[src/hdl/sdma_defines.svh]
`ifndef SDMA_DEFINES_SVH
`define SDMA_DEFINES_SVH

// Word, address and length widths
`define SDMA_DATA_W     32
`define SDMA_ADDR_W     16
`define SDMA_LEN_W      10

// op(2) src(2) dst(2) src_addr(16) dst_addr(16) len(10)
`define SDMA_INST_W     48

// Read data buffer, also the read credit limit
`define SDMA_BUF_DEPTH  4

// Weight cache windows
`define SDMA_WMEM_SADDR 16'h0000
`define SDMA_WMEM_EADDR 16'h0FFF
`define SDMA_BMEM_SADDR 16'h1000
`define SDMA_BMEM_EADDR 16'h13FF

`endif

[src/hdl/sdma_pkg.sv]
`default_nettype none

`include "sdma_defines.svh"

package sdma_pkg;

  typedef enum logic [1:0] {
    op_move = 2'd0,
    op_zero = 2'd1
  } sdma_op_e;

  typedef enum logic [1:0] {
    port_ahb  = 2'd0,
    port_dc   = 2'd1,
    port_wc   = 2'd2,
    port_rsvd = 2'd3
  } sdma_port_e;

  typedef enum logic {
    st_idle = 1'b0,
    st_busy = 1'b1
  } sdma_state_e;

  typedef logic [`SDMA_DATA_W-1:0] sdma_word_t;
  typedef logic [`SDMA_ADDR_W-1:0] sdma_addr_t;
  typedef logic [`SDMA_LEN_W-1:0]  sdma_len_t;

endpackage

`default_nettype wire

[src/hdl/sdma_data_buf.sv]
`timescale 1ns/1ps
`default_nettype none

`include "sdma_defines.svh"

module sdma_data_buf import sdma_pkg::*; (
  input  logic       i_clk,
  input  logic       i_rst_n,
  input  logic       i_push,
  input  sdma_word_t i_data,
  input  logic       i_pop,
  output sdma_word_t o_data,
  output logic       o_empty
);

  localparam int PTR_W = $clog2(`SDMA_BUF_DEPTH);

  sdma_word_t     mem [`SDMA_BUF_DEPTH];
  logic [PTR_W:0] wr_ptr_q;
  logic [PTR_W:0] rd_ptr_q;

  // Extra pointer bit tells full from empty
  assign o_empty = (wr_ptr_q == rd_ptr_q);
  assign o_data  = mem[rd_ptr_q[PTR_W-1:0]];

  always_ff @(posedge i_clk) begin
    if (i_push) begin
      mem[wr_ptr_q[PTR_W-1:0]] <= i_data;
    end
  end

  always_ff @(posedge i_clk) begin
    if (!i_rst_n) begin
      wr_ptr_q <= '0;
      rd_ptr_q <= '0;
    end else begin
      if (i_push) wr_ptr_q <= wr_ptr_q + 1'b1;
      if (i_pop)  rd_ptr_q <= rd_ptr_q + 1'b1;
    end
  end

endmodule

`default_nettype wire

[src/hdl/sdma_inst_ctrl.sv]
`timescale 1ns/1ps
`default_nettype none

`include "sdma_defines.svh"

module sdma_inst_ctrl import sdma_pkg::*; (
  input  logic                    i_clk,
  input  logic                    i_rst_n,
  input  logic                    i_sdma_en,
  input  logic                    i_sdma_inst_vld,
  input  logic [`SDMA_INST_W-1:0] i_sdma_inst,
  input  logic                    i_move_done,
  output logic                    o_sdma_ready,
  output logic                    o_sdma_done,
  output logic                    o_sdma_err,
  output logic                    o_start,
  output sdma_op_e                o_op,
  output sdma_port_e              o_src_port,
  output sdma_port_e              o_dst_port,
  output sdma_addr_t              o_src_addr,
  output sdma_addr_t              o_dst_addr,
  output sdma_len_t               o_len
);

  // Field positions, length in the low bits
  localparam int DST_A_LSB = `SDMA_LEN_W;
  localparam int SRC_A_LSB = DST_A_LSB + `SDMA_ADDR_W;
  localparam int DST_P_LSB = SRC_A_LSB + `SDMA_ADDR_W;
  localparam int SRC_P_LSB = DST_P_LSB + 2;
  localparam int OP_LSB    = SRC_P_LSB + 2;

  sdma_state_e state_q;
  sdma_state_e state_d;
  logic        ready_q;
  logic        accept;
  logic        inst_bad;
  logic        len_zero;
  sdma_op_e    in_op;
  sdma_port_e  in_src;
  sdma_port_e  in_dst;

  assign in_op  = sdma_op_e'(i_sdma_inst[OP_LSB +: 2]);
  assign in_src = sdma_port_e'(i_sdma_inst[SRC_P_LSB +: 2]);
  assign in_dst = sdma_port_e'(i_sdma_inst[DST_P_LSB +: 2]);

  assign accept   = i_sdma_inst_vld & ready_q;
  assign len_zero = (i_sdma_inst[`SDMA_LEN_W-1:0] == '0);
  // Zero fill never reads, so only its destination matters
  assign inst_bad = (in_dst == port_rsvd) || ((in_op != op_zero) && (in_src == port_rsvd));

  assign o_sdma_ready = ready_q;

  always_comb begin
    state_d = state_q;
    case (state_q)
      st_idle: if (accept && !inst_bad && !len_zero) state_d = st_busy;
      st_busy: if (i_move_done) state_d = st_idle;
      default: state_d = st_idle;
    endcase
  end

  always_ff @(posedge i_clk) begin
    if (!i_rst_n) begin
      state_q     <= st_idle;
      ready_q     <= 1'b0;
      o_start     <= 1'b0;
      o_sdma_done <= 1'b0;
      o_sdma_err  <= 1'b0;
    end else begin
      state_q     <= state_d;
      // Ready drops on the accepting edge
      ready_q     <= i_sdma_en & (state_d == st_idle) & ~accept;
      o_start     <= accept & ~inst_bad & ~len_zero;
      o_sdma_done <= (accept & ~inst_bad & len_zero) | i_move_done;
      o_sdma_err  <= accept & inst_bad;
    end
  end

  always_ff @(posedge i_clk) begin
    if (accept) begin
      o_op       <= in_op;
      o_src_port <= in_src;
      o_dst_port <= in_dst;
      o_src_addr <= i_sdma_inst[SRC_A_LSB +: `SDMA_ADDR_W];
      o_dst_addr <= i_sdma_inst[DST_A_LSB +: `SDMA_ADDR_W];
      o_len      <= i_sdma_inst[`SDMA_LEN_W-1:0];
    end
  end

endmodule

`default_nettype wire

[src/hdl/sdma_move_engine.sv]
`timescale 1ns/1ps
`default_nettype none

`include "sdma_defines.svh"

module sdma_move_engine import sdma_pkg::*; (
  input  logic       i_clk,
  input  logic       i_rst_n,
  input  logic       i_start,
  input  logic [1:0] i_op,
  input  sdma_addr_t i_src_addr,
  input  sdma_addr_t i_dst_addr,
  input  sdma_len_t  i_len,
  input  logic       i_rd_ready,
  input  logic       i_rd_vld,
  input  logic       i_wr_ready,
  input  logic       i_buf_empty,
  output logic       o_rd_req,
  output sdma_addr_t o_rd_addr,
  output logic       o_wr_req,
  output sdma_addr_t o_wr_addr,
  output logic       o_wr_zero,
  output logic       o_buf_pop,
  output logic       o_move_done
);

  localparam int CNT_W = $clog2(`SDMA_BUF_DEPTH) + 1;

  sdma_addr_t       rd_addr_q;
  sdma_addr_t       wr_addr_q;
  sdma_len_t        rd_left_q;
  sdma_len_t        wr_left_q;
  logic [CNT_W-1:0] inflight_q;
  logic [CNT_W-1:0] held_q;
  logic [CNT_W-1:0] credit_used;
  logic             zero_op;
  logic             rd_acc;
  logic             wr_acc;

  assign zero_op = (i_op == op_zero);

  // Reads in flight plus words waiting in the buffer
  assign credit_used = inflight_q + held_q;

  // --------------------
  // Request channels
  // --------------------
  assign o_rd_req  = (rd_left_q != '0) && (credit_used < CNT_W'(`SDMA_BUF_DEPTH));
  assign o_rd_addr = rd_addr_q;
  assign rd_acc    = o_rd_req & i_rd_ready;

  assign o_wr_req  = (wr_left_q != '0) && (zero_op || !i_buf_empty);
  assign o_wr_addr = wr_addr_q;
  assign o_wr_zero = zero_op;
  assign wr_acc    = o_wr_req & i_wr_ready;

  assign o_buf_pop   = wr_acc & ~zero_op;
  assign o_move_done = wr_acc && (wr_left_q == sdma_len_t'(1));

  // --------------------
  // Word counters
  // --------------------
  always_ff @(posedge i_clk) begin
    if (!i_rst_n) begin
      rd_left_q <= '0;
      wr_left_q <= '0;
    end else if (i_start) begin
      rd_left_q <= zero_op ? '0 : i_len;
      wr_left_q <= i_len;
    end else begin
      if (rd_acc) rd_left_q <= rd_left_q - 1'b1;
      if (wr_acc) wr_left_q <= wr_left_q - 1'b1;
    end
  end

  always_ff @(posedge i_clk) begin
    if (i_start) begin
      rd_addr_q <= i_src_addr;
      wr_addr_q <= i_dst_addr;
    end else begin
      if (rd_acc) rd_addr_q <= rd_addr_q + 1'b1;
      if (wr_acc) wr_addr_q <= wr_addr_q + 1'b1;
    end
  end

  // Read credit, returned when the word leaves the buffer
  always_ff @(posedge i_clk) begin
    if (!i_rst_n) begin
      inflight_q <= '0;
      held_q     <= '0;
    end else begin
      case ({rd_acc, i_rd_vld})
        2'b10:   inflight_q <= inflight_q + 1'b1;
        2'b01:   inflight_q <= inflight_q - 1'b1;
        default: inflight_q <= inflight_q;
      endcase
      case ({i_rd_vld, o_buf_pop})
        2'b10:   held_q <= held_q + 1'b1;
        2'b01:   held_q <= held_q - 1'b1;
        default: held_q <= held_q;
      endcase
    end
  end

endmodule

`default_nettype wire

[src/hdl/sdma_port_mux.sv]
`timescale 1ns/1ps
`default_nettype none

`include "sdma_defines.svh"

module sdma_port_mux import sdma_pkg::*; (
  input  logic       i_clk,
  input  logic       i_rst_n,
  input  logic [1:0] i_src_port,
  input  logic [1:0] i_dst_port,
  input  logic       i_rd_req,
  input  sdma_addr_t i_rd_addr,
  input  logic       i_wr_req,
  input  sdma_addr_t i_wr_addr,
  input  logic       i_wr_zero,
  input  sdma_word_t i_buf_data,
  output logic       o_rd_ready,
  output logic       o_wr_ready,
  output logic       o_rd_vld,
  output sdma_word_t o_rd_data,
  // external bus
  output logic       o_ahb_req,
  output logic       o_ahb_wea,
  output sdma_addr_t o_ahb_addr,
  output sdma_word_t o_ahb_wdata,
  input  logic       i_ahb_ready,
  input  logic       i_ahb_rvld,
  input  sdma_word_t i_ahb_rdata,
  // data cache
  output logic       o_dc_req,
  output logic       o_dc_wea,
  output sdma_addr_t o_dc_addr,
  output sdma_word_t o_dc_wdata,
  input  logic       i_dc_ready,
  input  logic       i_dc_rvld,
  input  sdma_word_t i_dc_rdata,
  // weight memory
  output logic       o_wm_req,
  output logic       o_wm_wea,
  output sdma_addr_t o_wm_addr,
  output sdma_word_t o_wm_wdata,
  input  logic       i_wm_ready,
  input  logic       i_wm_rvld,
  input  sdma_word_t i_wm_rdata,
  // bias memory
  output logic       o_bm_req,
  output logic       o_bm_wea,
  output sdma_addr_t o_bm_addr,
  output sdma_word_t o_bm_wdata,
  input  logic       i_bm_ready,
  input  logic       i_bm_rvld,
  input  sdma_word_t i_bm_rdata
);

  localparam int P_AHB = 0;
  localparam int P_DC  = 1;
  localparam int P_WM  = 2;
  localparam int P_BM  = 3;

  localparam sdma_addr_t W_SPAN = `SDMA_WMEM_EADDR - `SDMA_WMEM_SADDR;
  localparam sdma_addr_t B_SPAN = `SDMA_BMEM_EADDR - `SDMA_BMEM_SADDR;

  // One-hot physical target, all zero when absorbed
  function automatic logic [3:0] phys_sel(input logic [1:0] port, input sdma_addr_t addr);
    logic [3:0] sel;
    sdma_addr_t off_w;
    sdma_addr_t off_b;
    sel   = '0;
    off_w = addr - `SDMA_WMEM_SADDR;
    off_b = addr - `SDMA_BMEM_SADDR;
    case (port)
      port_ahb: sel[P_AHB] = 1'b1;
      port_dc:  sel[P_DC]  = 1'b1;
      port_wc: begin
        if (off_w <= W_SPAN) sel[P_WM] = 1'b1;
        else if (off_b <= B_SPAN) sel[P_BM] = 1'b1;
      end
      default: sel = '0;
    endcase
    return sel;
  endfunction

  function automatic sdma_addr_t phys_addr(input logic [3:0] sel, input sdma_addr_t addr);
    if (sel[P_WM]) return addr - `SDMA_WMEM_SADDR;
    if (sel[P_BM]) return addr - `SDMA_BMEM_SADDR;
    return addr;
  endfunction

  logic [3:0] rd_tgt;
  logic [3:0] wr_tgt;
  logic [3:0] rd_sel;
  logic [3:0] wr_sel;
  logic [3:0] port_ready;
  sdma_addr_t rd_addr_m;
  sdma_addr_t wr_addr_m;
  sdma_word_t wr_data;
  logic       clash;
  logic       rd_block;
  logic       wr_block;
  logic       rd_wait_q;
  logic       rd_absorb_q;

  assign rd_tgt    = phys_sel(i_src_port, i_rd_addr);
  assign wr_tgt    = phys_sel(i_dst_port, i_wr_addr);
  assign rd_addr_m = phys_addr(rd_tgt, i_rd_addr);
  assign wr_addr_m = phys_addr(wr_tgt, i_wr_addr);

  // --------------------
  // Arbitration
  // --------------------
  // Write wins a shared port, but a read left waiting keeps it
  assign clash    = i_rd_req & i_wr_req & (i_src_port == i_dst_port);
  assign rd_block = clash & ~rd_wait_q;
  assign wr_block = clash & rd_wait_q;

  assign rd_sel = (i_rd_req & ~rd_block) ? rd_tgt : 4'b0000;
  assign wr_sel = (i_wr_req & ~wr_block) ? wr_tgt : 4'b0000;

  assign port_ready = {i_bm_ready, i_wm_ready, i_dc_ready, i_ahb_ready};
  assign o_rd_ready = ~rd_block & ((rd_tgt == '0) | (|(rd_tgt & port_ready)));
  assign o_wr_ready = ~wr_block & ((wr_tgt == '0) | (|(wr_tgt & port_ready)));

  always_ff @(posedge i_clk) begin
    if (!i_rst_n) begin
      rd_wait_q   <= 1'b0;
      rd_absorb_q <= 1'b0;
    end else begin
      rd_wait_q   <= i_rd_req & ~rd_block & ~o_rd_ready;
      // Absorbed read answers zero one cycle later
      rd_absorb_q <= i_rd_req & o_rd_ready & (rd_tgt == '0) & (i_src_port == port_wc);
    end
  end

  // --------------------
  // Port drive
  // --------------------
  assign wr_data = i_wr_zero ? '0 : i_buf_data;

  assign o_ahb_req   = rd_sel[P_AHB] | wr_sel[P_AHB];
  assign o_ahb_wea   = wr_sel[P_AHB];
  assign o_ahb_addr  = wr_sel[P_AHB] ? wr_addr_m : rd_addr_m;
  assign o_ahb_wdata = wr_data;

  assign o_dc_req    = rd_sel[P_DC] | wr_sel[P_DC];
  assign o_dc_wea    = wr_sel[P_DC];
  assign o_dc_addr   = wr_sel[P_DC] ? wr_addr_m : rd_addr_m;
  assign o_dc_wdata  = wr_data;

  assign o_wm_req    = rd_sel[P_WM] | wr_sel[P_WM];
  assign o_wm_wea    = wr_sel[P_WM];
  assign o_wm_addr   = wr_sel[P_WM] ? wr_addr_m : rd_addr_m;
  assign o_wm_wdata  = wr_data;

  assign o_bm_req    = rd_sel[P_BM] | wr_sel[P_BM];
  assign o_bm_wea    = wr_sel[P_BM];
  assign o_bm_addr   = wr_sel[P_BM] ? wr_addr_m : rd_addr_m;
  assign o_bm_wdata  = wr_data;

  // Read return from the source port
  always_comb begin
    o_rd_vld  = 1'b0;
    o_rd_data = '0;
    case (i_src_port)
      port_ahb: begin
        o_rd_vld  = i_ahb_rvld;
        o_rd_data = i_ahb_rdata;
      end
      port_dc: begin
        o_rd_vld  = i_dc_rvld;
        o_rd_data = i_dc_rdata;
      end
      port_wc: begin
        o_rd_vld = i_wm_rvld | i_bm_rvld | rd_absorb_q;
        if (i_wm_rvld) o_rd_data = i_wm_rdata;
        else if (i_bm_rvld) o_rd_data = i_bm_rdata;
      end
      default: o_rd_vld = 1'b0;
    endcase
  end

endmodule

`default_nettype wire

[src/hdl/sdma_top.sv]
`timescale 1ns/1ps
`default_nettype none

`include "sdma_defines.svh"

module sdma_top (
  input  logic                    i_clk,
  input  logic                    i_rst_n,
  input  logic                    i_sdma_en,
  input  logic                    i_sdma_inst_vld,
  input  logic [`SDMA_INST_W-1:0] i_sdma_inst,
  output logic                    o_sdma_ready,
  output logic                    o_sdma_done,
  output logic                    o_sdma_err,
  // external bus
  output logic                    o_ahb_req,
  output logic                    o_ahb_wea,
  output logic [`SDMA_ADDR_W-1:0] o_ahb_addr,
  output logic [`SDMA_DATA_W-1:0] o_ahb_wdata,
  input  logic                    i_ahb_ready,
  input  logic                    i_ahb_rvld,
  input  logic [`SDMA_DATA_W-1:0] i_ahb_rdata,
  // data cache
  output logic                    o_dc_req,
  output logic                    o_dc_wea,
  output logic [`SDMA_ADDR_W-1:0] o_dc_addr,
  output logic [`SDMA_DATA_W-1:0] o_dc_wdata,
  input  logic                    i_dc_ready,
  input  logic                    i_dc_rvld,
  input  logic [`SDMA_DATA_W-1:0] i_dc_rdata,
  // weight memory
  output logic                    o_wm_req,
  output logic                    o_wm_wea,
  output logic [`SDMA_ADDR_W-1:0] o_wm_addr,
  output logic [`SDMA_DATA_W-1:0] o_wm_wdata,
  input  logic                    i_wm_ready,
  input  logic                    i_wm_rvld,
  input  logic [`SDMA_DATA_W-1:0] i_wm_rdata,
  // bias memory
  output logic                    o_bm_req,
  output logic                    o_bm_wea,
  output logic [`SDMA_ADDR_W-1:0] o_bm_addr,
  output logic [`SDMA_DATA_W-1:0] o_bm_wdata,
  input  logic                    i_bm_ready,
  input  logic                    i_bm_rvld,
  input  logic [`SDMA_DATA_W-1:0] i_bm_rdata
);

  // --------------------
  // Wires
  // --------------------
  logic                    start;
  logic                    move_done;
  logic [1:0]              op;
  logic [1:0]              src_port;
  logic [1:0]              dst_port;
  logic [`SDMA_ADDR_W-1:0] src_addr;
  logic [`SDMA_ADDR_W-1:0] dst_addr;
  logic [`SDMA_LEN_W-1:0]  len;
  logic                    rd_req;
  logic                    rd_ready;
  logic                    rd_vld;
  logic [`SDMA_ADDR_W-1:0] rd_addr;
  logic [`SDMA_DATA_W-1:0] rd_data;
  logic                    wr_req;
  logic                    wr_ready;
  logic                    wr_zero;
  logic [`SDMA_ADDR_W-1:0] wr_addr;
  logic                    buf_pop;
  logic                    buf_empty;
  logic [`SDMA_DATA_W-1:0] buf_data;

  // --------------------
  // Instances
  // --------------------
  sdma_inst_ctrl u_inst_ctrl (
    .i_clk           (i_clk),
    .i_rst_n         (i_rst_n),
    .i_sdma_en       (i_sdma_en),
    .i_sdma_inst_vld (i_sdma_inst_vld),
    .i_sdma_inst     (i_sdma_inst),
    .i_move_done     (move_done),
    .o_sdma_ready    (o_sdma_ready),
    .o_sdma_done     (o_sdma_done),
    .o_sdma_err      (o_sdma_err),
    .o_start         (start),
    .o_op            (op),
    .o_src_port      (src_port),
    .o_dst_port      (dst_port),
    .o_src_addr      (src_addr),
    .o_dst_addr      (dst_addr),
    .o_len           (len)
  );

  sdma_move_engine u_move_engine (
    .i_clk       (i_clk),
    .i_rst_n     (i_rst_n),
    .i_start     (start),
    .i_op        (op),
    .i_src_addr  (src_addr),
    .i_dst_addr  (dst_addr),
    .i_len       (len),
    .i_rd_ready  (rd_ready),
    .i_rd_vld    (rd_vld),
    .i_wr_ready  (wr_ready),
    .i_buf_empty (buf_empty),
    .o_rd_req    (rd_req),
    .o_rd_addr   (rd_addr),
    .o_wr_req    (wr_req),
    .o_wr_addr   (wr_addr),
    .o_wr_zero   (wr_zero),
    .o_buf_pop   (buf_pop),
    .o_move_done (move_done)
  );

  sdma_data_buf u_data_buf (
    .i_clk   (i_clk),
    .i_rst_n (i_rst_n),
    .i_push  (rd_vld),
    .i_data  (rd_data),
    .i_pop   (buf_pop),
    .o_data  (buf_data),
    .o_empty (buf_empty)
  );

  sdma_port_mux u_port_mux (
    .i_clk       (i_clk),
    .i_rst_n     (i_rst_n),
    .i_src_port  (src_port),
    .i_dst_port  (dst_port),
    .i_rd_req    (rd_req),
    .i_rd_addr   (rd_addr),
    .i_wr_req    (wr_req),
    .i_wr_addr   (wr_addr),
    .i_wr_zero   (wr_zero),
    .i_buf_data  (buf_data),
    .o_rd_ready  (rd_ready),
    .o_wr_ready  (wr_ready),
    .o_rd_vld    (rd_vld),
    .o_rd_data   (rd_data),
    .o_ahb_req   (o_ahb_req),
    .o_ahb_wea   (o_ahb_wea),
    .o_ahb_addr  (o_ahb_addr),
    .o_ahb_wdata (o_ahb_wdata),
    .i_ahb_ready (i_ahb_ready),
    .i_ahb_rvld  (i_ahb_rvld),
    .i_ahb_rdata (i_ahb_rdata),
    .o_dc_req    (o_dc_req),
    .o_dc_wea    (o_dc_wea),
    .o_dc_addr   (o_dc_addr),
    .o_dc_wdata  (o_dc_wdata),
    .i_dc_ready  (i_dc_ready),
    .i_dc_rvld   (i_dc_rvld),
    .i_dc_rdata  (i_dc_rdata),
    .o_wm_req    (o_wm_req),
    .o_wm_wea    (o_wm_wea),
    .o_wm_addr   (o_wm_addr),
    .o_wm_wdata  (o_wm_wdata),
    .i_wm_ready  (i_wm_ready),
    .i_wm_rvld   (i_wm_rvld),
    .i_wm_rdata  (i_wm_rdata),
    .o_bm_req    (o_bm_req),
    .o_bm_wea    (o_bm_wea),
    .o_bm_addr   (o_bm_addr),
    .o_bm_wdata  (o_bm_wdata),
    .i_bm_ready  (i_bm_ready),
    .i_bm_rvld   (i_bm_rvld),
    .i_bm_rdata  (i_bm_rdata)
  );

endmodule

`default_nettype wire

[config.mk]
export PLATFORM = sky130hd
export DESIGN_NAME = sdma_top
export DESIGN_NICKNAME = d
export VERILOG_FILES = /design/src/hdl/sdma_pkg.sv /design/src/hdl/sdma_data_buf.sv /design/src/hdl/sdma_inst_ctrl.sv /design/src/hdl/sdma_move_engine.sv /design/src/hdl/sdma_port_mux.sv /design/src/hdl/sdma_top.sv
export VERILOG_INCLUDE_DIRS = /design/src /design/src/hdl
export SDC_FILE = /design/constraint.sdc
export NUM_CORES = 1
export LEC_CHECK = 0
export BUFFER_PORTS_ARGS = -buffer_cell sky130_fd_sc_hd__buf_4
export CAP_MARGIN = 30
export CORE_MARGIN = 4
export CORE_UTILIZATION = 48
export DETAILED_ROUTE_END_ITERATION = 10
export PLACE_DENSITY = 0.88
export SLEW_MARGIN = 20
export SYNTH_ARGS = -nofsm -noshare
export SYNTH_HDL_FRONTEND = slang
export SYNTH_SLANG_ARGS = --single-unit
[constraint.sdc]
create_clock -name i_clk -period 3.7 [get_ports i_clk]
set_input_delay 0.37 -clock i_clk [delete_from_list [all_inputs] [get_ports i_clk]]
set_output_delay 0.37 -clock i_clk [all_outputs]
set_load 0.01 [all_outputs]
---- Yosys cells after proc, flatten, opt, wreduce, memory -nomap -nowiden ----
Memory sizes are Yosys's and may differ from the RTL's. A register that Yosys moved wholly into a read port is not among the register bits.
Cells that the tools add are included.
cells by class
  add/sub/neg operators ................... 13
  $lt $le $gt $ge ......................... 5
  eq/ne operators ......................... 15
  muxes and demuxes ....................... 55
  bitwise operators ....................... 42
  reductions and logical operators ........ 24
operators with widths
  cell                      number
  $mux W16                  16
  $mux W32                  3
  $pmux W32 S3              1
  $mux W10                  5
  $add A16 B1 Y16 const B   2
  $le A16 B10 Y1 const B    2
  $le A16 B12 Y1 const B    2
  $sub A16 B13 Y16 const B  2
  $and A1 B1 Y1             21
  $mux W1                   20
  $reduce_bool A10 Y1       2
  $sub A10 B1 Y10 const B   2
  $add A3 B1 Y3 const B     4
  $eq A2 B2 Y1 const B      6
  $pmux W3 S2               2
  $eq A10 B1 Y1 const B     1
  $eq A2 B1 Y1 const B      5
  $logic_not A10 Y1         1
  $not A1 Y1                10
  $or A1 B1 Y1              9
  $and A4 B4 Y4             2
  $logic_not A4 Y1          2
  $mux W2                   4
  $mux W4                   2
  14 further kinds          28
word-level totals
  register bits after elaboration ......... 119
  bits in writable memories ............... 128
  bits of input ports ..................... 188
  output and inout bits ................... 203
  logic and storage cells ................. 176
  memories kept ........................... 1
memory list
  name            words  bits a word  rd ports  clocked after memory_dff  wr ports  line                 text
  u_data_buf.mem  4      32           1         1                         1         sdma_data_buf.sv:18  sdma_word_t mem [`SDMA_BUF_DEPTH];

---- Longest topological paths before layout ----
  word-level depth ........................ 16
  mapped depth ............................ 15
  gate-level depth less buffers ........... 14

---- Cells and area by module ----
Synthesis repeated with hierarchy kept, for this count alone.
second synthesis, totals
  cells, all modules ...................... 1083
  area, all modules ....................... 13402.9 µm²
by module, submodules not included
  module            times used  cells each  area each (µm²)  sequential area each (µm²)
  sdma_data_buf     1           207         5053.6           4003.8
  sdma_move_engine  1           379         3423.3           1481.4
  sdma_port_mux     1           425         3253.1           40.0
  sdma_inst_ctrl    1           72          1672.9           1541.5

---- Worst setup path after synthesis ----
Ideal clock, no wire load.
  kind .................................... register -> register
  start point ............................. register u_move_engine.wr_addr_q[12], in the netlist u_move_engine.o_wr_addr[12]
  end point ............................... register u_move_engine.wr_addr_q[0], in the netlist u_move_engine.o_wr_addr[0], enable pin
  setup time .............................. 0.411 ns
  arrival ................................. 3.323 ns
  data required time ...................... 3.289 ns
  path slack .............................. -0.034 ns
  stages on the path, launching flop included .. 11
  path buffers ............................ 2
  clock period less this slack ............ 3.734 ns
  path through ............................ edfxtp_1 > inv_1 > ha_1 > or2_0 > o31ai_1 > o21ai_1 > nor4_4 > a221oi_2 > buf_4 > buf_6 > o21ai_0
on the way
  cells in the longest elaborated chain, start to end .. 11
  elaborated cells between the ends (all ways) .. 14
  classes of those cells .................. add/sub: 1; order compare: 2; mux: 4; bitwise: 4; reduce/logical: 3
RTL lines
  what                              line                    text
  start, declared                   sdma_move_engine.sv:30  sdma_addr_t wr_addr_q;
  start signal, assigned            sdma_move_engine.sv:79  wr_addr_q <= i_dst_addr;
  start signal, assigned            sdma_move_engine.sv:82  if (wr_acc) wr_addr_q <= wr_addr_q + 1'b1;
  $sub A16 B13 Y16 (no line)        -
  $le A16 B10 Y1                    sdma_port_mux.sv:76     else if (off_b <= B_SPAN) sel[P_BM] = 1'b1;
  $mux W1                           sdma_port_mux.sv:76
  $mux W1                           sdma_port_mux.sv:75     if (off_w <= W_SPAN) sel[P_WM] = 1'b1;
  $mux W2 (*)                       sdma_port_mux.sv:71     case (port)
  $and A4 B4 Y4                     sdma_port_mux.sv:121    assign o_wr_ready = ~wr_block & ((wr_tgt == '0) | (|(wr_tgt & port_ready)));
  $reduce_or A4 Y1                  sdma_port_mux.sv:121
  $or A1 B1 Y1 (*)                  sdma_port_mux.sv:121
  $and A1 B1 Y1 (*)                 sdma_port_mux.sv:121
  $and A1 B1 Y1 (*)                 sdma_move_engine.sv:55  assign wr_acc = o_wr_req & i_wr_ready;
  $reduce_bool A2 Y1 (no line) (*)  -
Every way passes the cells marked *; elsewhere a longest branch is shown, timed or not.
A chain may end at the register's enable or synchronous reset.

---- Worst setup path in the final report ----
  start point ............................. register u_move_engine.rd_left_q[2]
  end point ............................... output o_ahb_addr[6]
on the way
  cells in the longest elaborated chain, start to end .. 9
RTL lines
  what                         line                    text
  start, declared              sdma_move_engine.sv:31  sdma_len_t rd_left_q;
  start signal, assigned       sdma_move_engine.sv:68  rd_left_q <= zero_op ? '0 : i_len;
  start signal, assigned       sdma_move_engine.sv:71  if (rd_acc) rd_left_q <= rd_left_q - 1'b1;
  $reduce_bool A10 Y1          sdma_move_engine.sv:48  assign o_rd_req = (rd_left_q != '0) && (credit_used < CNT_W'(`SDMA_BUF_DEPTH));
  $logic_and A1 B1 Y1          sdma_move_engine.sv:48
  $and A1 B1 Y1 (2 in series)  sdma_port_mux.sv:112    assign clash = i_rd_req & i_wr_req & (i_src_port == i_dst_port);
  $and A1 B1 Y1                sdma_port_mux.sv:114    assign wr_block = clash & rd_wait_q;
  $not A1 Y1                   sdma_port_mux.sv:117    assign wr_sel = (i_wr_req & ~wr_block) ? wr_tgt : 4'b0000;
  $and A1 B1 Y1                sdma_port_mux.sv:117
  $mux W4                      sdma_port_mux.sv:117
  $mux W16                     sdma_port_mux.sv:141    assign o_ahb_addr = wr_sel[P_AHB] ? wr_addr_m : rd_addr_m;
  end, declared                sdma_top.sv:18          output logic [`SDMA_ADDR_W-1:0] o_ahb_addr,
No other way between the ends.

==> summary.txt <==
Floorplanning
  – Die height: 175 um
  – Std-Cell Rows: 60
  – Ports: ~400
  – Core Region: roughly 27000 um2
  – Initial Util: between 40% and 50%
  – Die W: 175 um
  – Die Footprint: 30500 um2

Clock network
  – CTS sink count: 249
  – Root Driver: clkbuf_16
  – Clk Latency, worst-skew pair: 0.53 ns
  – CTS clk-pin slew, worst paths: 0.07 ns
  – H-Tree Depth: 1
  – CTS Buf Count: 26
  – Max Root-Sink Buffers: 3
  – TritonCTS clock tree: done

Layout
  – Fin area: 16900 um2
  – Nets: approximately 1700
  – FILL cells: 2053
  – Layout area overhead: 26.8%
  – Commonest non-fill, non-tap cells in the layout: buf_4, nand2_1, edfxtp_1, o21ai_0, nor2_1
  – Layout cells sized above 1: between 30% and 40%
  – Commonest non-fill, non-tap cell in the layout: buf_4
  – Final Non-Filler Cells: around 1900
  – ANT cells: 0

Logic synthesis
  – Number of synthesized flops with an enable pin: approximately 210
  – Ys flop type: edfxtp_1
  – Mapped Avg Cell Area: between 10 and 15 um2
  – Synth Area in Compound Gates: slightly above 10%
  – Post-synth top area cell: edfxtp_1
  – Post-synthesis mux area share: between 8 and 9%
  – Syn Nets: between 1000 and 1500
  – Post-synthesis sequential area ratio: between 50% and 60%
  – Mapped Area: approximately 13000 um2
  – Synth unique cells: 72
  – Post-synthesis simple-gate area fraction: 13.7%
  – Adder-cell share of the synthesized area: between 2 and 2.5%
  – Async set or reset register ratio after synthesis: 0%
  – Post-synthesis xor/xnor area fraction: roughly 3.3%
  – Share of the synthesized area in the top cell type: between 40% and 50%
  – Synthesis Warnings: 0
  – Largest family of logic cells by synthesized area: simple AND/OR/NAND/NOR gates
  – Flops & latches, synth: between 200 and 250
  – Synth top area cells: edfxtp_1, dfxtp_1, nand2_1, buf_4, mux4_2
  – Mapped Cells: between 1000 and 1500

Worst setup path
  – Crit-path max FO: 5
  – Worst R2R Path Depth: 13
  – RR Startpoint: u_move_engine.o_wr_addr[1]$_DFFE_PP_
  – Arrival @ worst endpoint: between 3 and 4 ns
  – CP Class: reg2out
  – Crit path cell chain: or3_4 -> or3b_4 -> o31ai_4 -> o21ai_2 -> buf_6 -> nor3_4 -> buf_4 -> buf_6 -> mux2_2 -> buf_4
  – CP max-delay cell: or3b_4
  – WP data required: 3.33 ns
  – Critical Path Source: u_move_engine.rd_left_q[2]$_SDFFE_PN0P_
  – R2r setup slk: 0.22 ns
  – Reg2Reg Capture Point: u_move_engine.held_q[2]$_SDFFE_PN0P_
  – CP startpoint kind: flop
  – Buf+Inv Stages, Crit Path: 4
  – Delay of the slowest cell on the worst path: 0.43 ns
  – Cell family with most CP delay: simple AND/OR/NAND/NOR gates
  – Critical path endpoint category: output pin

Pwr
  – Max rail drop VDD: approximately 560 uV
  – Lkg Pwr: roughly 6.7 nW
  – P per Cell Area: approximately 730 nW/um2
  – Tot Pwr: roughly 12 mW

Place
  – RePlAce Congestion: ~0.89
  – Dpl cells: about 1800
  – Input/output buffers: 390
  – HPWL Detailed: 27500 um
  – DP Area: between 15000 and 20000 um2

STA
  – Fmax: roughly 270 MHz
  – Tightest Pin Transition: 0.915 ns
  – RSZ-0062 raised after global routing: yes
  – Setup-failing EPs final: 0
  – Final Hold Viols: 0
  – Relative slew margins: just under 40%
  – Max-slew violations: 0
  – Minimum clock period after layout: 3.66 ns
  – Final period utilization: 99.0%
  – Clock skew: around 0.022 ns

Routing
  – Final wirelength: around 39000 um
  – # DRC: 0
  – Initial drt markers: between 900 and 1000
  – Vias: roughly 11000
  – WL/cell: about 21 um
  – Post-DRT Antenna Nets: 0
  – TritonRoute pass-1 iters: 5
  – Via/cell ratio: 5.58

Status
  – Outcome: complete, no violations

Global routing
  – Initial antenna violation count: 0
  – Largest net degree at the start of global routing: between 80 and 90
  – First-pass GRT wire length: just under 60000 um
  – Number of global-route vias before repair: roughly 10000
  – Total congestion overflow: 0
  – GR Util All Layers: approximately a quarter

Hold path
  – Hold EP: u_inst_ctrl.o_src_addr[4]$_DFFE_PP_
  – Hold Crit Depth: 1
  – Hold crit path type: in2reg
  – Startpoint of the worst hold path: i_sdma_inst[30]

Flow run
  – Max-cap violation count: 0
[repair_timing]
item / 4_1_cts / 5_1_grt
endpoints found under the hold margin: 5 / 0
setup endpoints to repair: 12 / 25
hold buffers: 5 / 0
pin swaps: 0 / 1
gates resized for setup: 1 / 9
gates cloned: 0 / 2
setup buffers: 0 / 2
[cell usage after synthesis, types with 24 or more instances]
library cell  instances
o21ai_0             130
and2_1               37
clkbuf_1             52
a22oi_1              31
dfxtp_1              41
edfxtp_1            208
buf_4                98
nand2_1             209
xor2_1               24
mux4_2               32
inv_1                27
xnor2_1              26
nor2_1               40
nand3_1              31
[metrics by stage]
| step | setup WS (ns) | setup TNS (ns) | hold slack [ns] | utilization, % |
|---|---|---|---|---|
| after floorplan | 0.138 | 0 | 0.445 | - |
| final | 0.0385 | 0 | 0.0256 | 62.3 |
| after CTS | 0.00773 | 0 | 0.00256 | 62.0 |
| after global routing | -0.0422 | -0.179 | 0.00236 | 62.3 |
| after global placement | 0.399 | 0 | 0.467 | 58.7 |
| after detailed placement | 0.274 | 0 | 0.474 | 58.8 |
[layer usage]
metal	GRT usage, %	vias up	part of all wire (%)
li1	-	4842	-
met1	28.2	4997	37
met2	42.3	614	50
met3	5.28	86	9.7
met4	8.81	0	3.6
met5	0	-	0
[flip-flops by register name (all words and copies together), names as in the netlist, 3 cells and up, named ones only]
signal                    flops
u_data_buf.rd_ptr_q           3
u_inst_ctrl.o_dst_addr       16
u_move_engine.held_q          3
u_move_engine.o_wr_addr      16
u_move_engine.o_rd_addr      16
u_move_engine.inflight_q      3
u_move_engine.wr_left_q      10
u_inst_ctrl.o_src_addr       16
u_data_buf.wr_ptr_q           3
u_move_engine.rd_left_q      10
u_data_buf.mem              128
u_inst_ctrl.o_len            10
[where the power goes]
group | internal (mW) | switching [mW]
Clock | 1.41 | 1.06
Combinational | 2.70 | 2.95
Sequential | 3.63 | 0.579
[how the worst max path moves through the flow]
stage,to,slack (ns),depth (start not counted)
after detailed placement,u_move_engine.held_q[2]$_SDFFE_PN0P_,0.27,14
after floorplan,u_move_engine.held_q[2]$_SDFFE_PN0P_,0.14,15
after global routing,o_ahb_addr[10],-0.04,10
final,o_ahb_addr[6],0.04,10
after CTS,o_dc_addr[8],0.008,9
after global placement,u_move_engine.held_q[2]$_SDFFE_PN0P_,0.40,13
[cell type report]
| cell class | count | area [um2] | area share, % |
|---|---|---|---|
| clock buffer | 33 | 698 | 4.14 |
| multi-input combinational | 763 | 5150 | 30.5 |
| clock inverter | 15 | 109 | 0.645 |
| tap | 372 | 465 | 2.76 |
| timing repair buffer | 429 | 3280 | 19.4 |
| sequential | 249 | 7070 | 41.9 |
| inverter | 29 | 109 | 0.645 |
[cell families (layout without fill, tap and decap cells)]
kind of cell / Yosys count / in the layout
AO/OA/AOI/OAI: 224 / 224
buffers and inverters: 198 / 506
adder cells (fa/ha/maj): 24 / 24
XOR/XNOR: 50 / 50
AND/OR/NAND/NOR: 390 / 390
flip-flops: 249 / 249
multiplexers: 75 / 75
(Power assumes the default switching activity.)
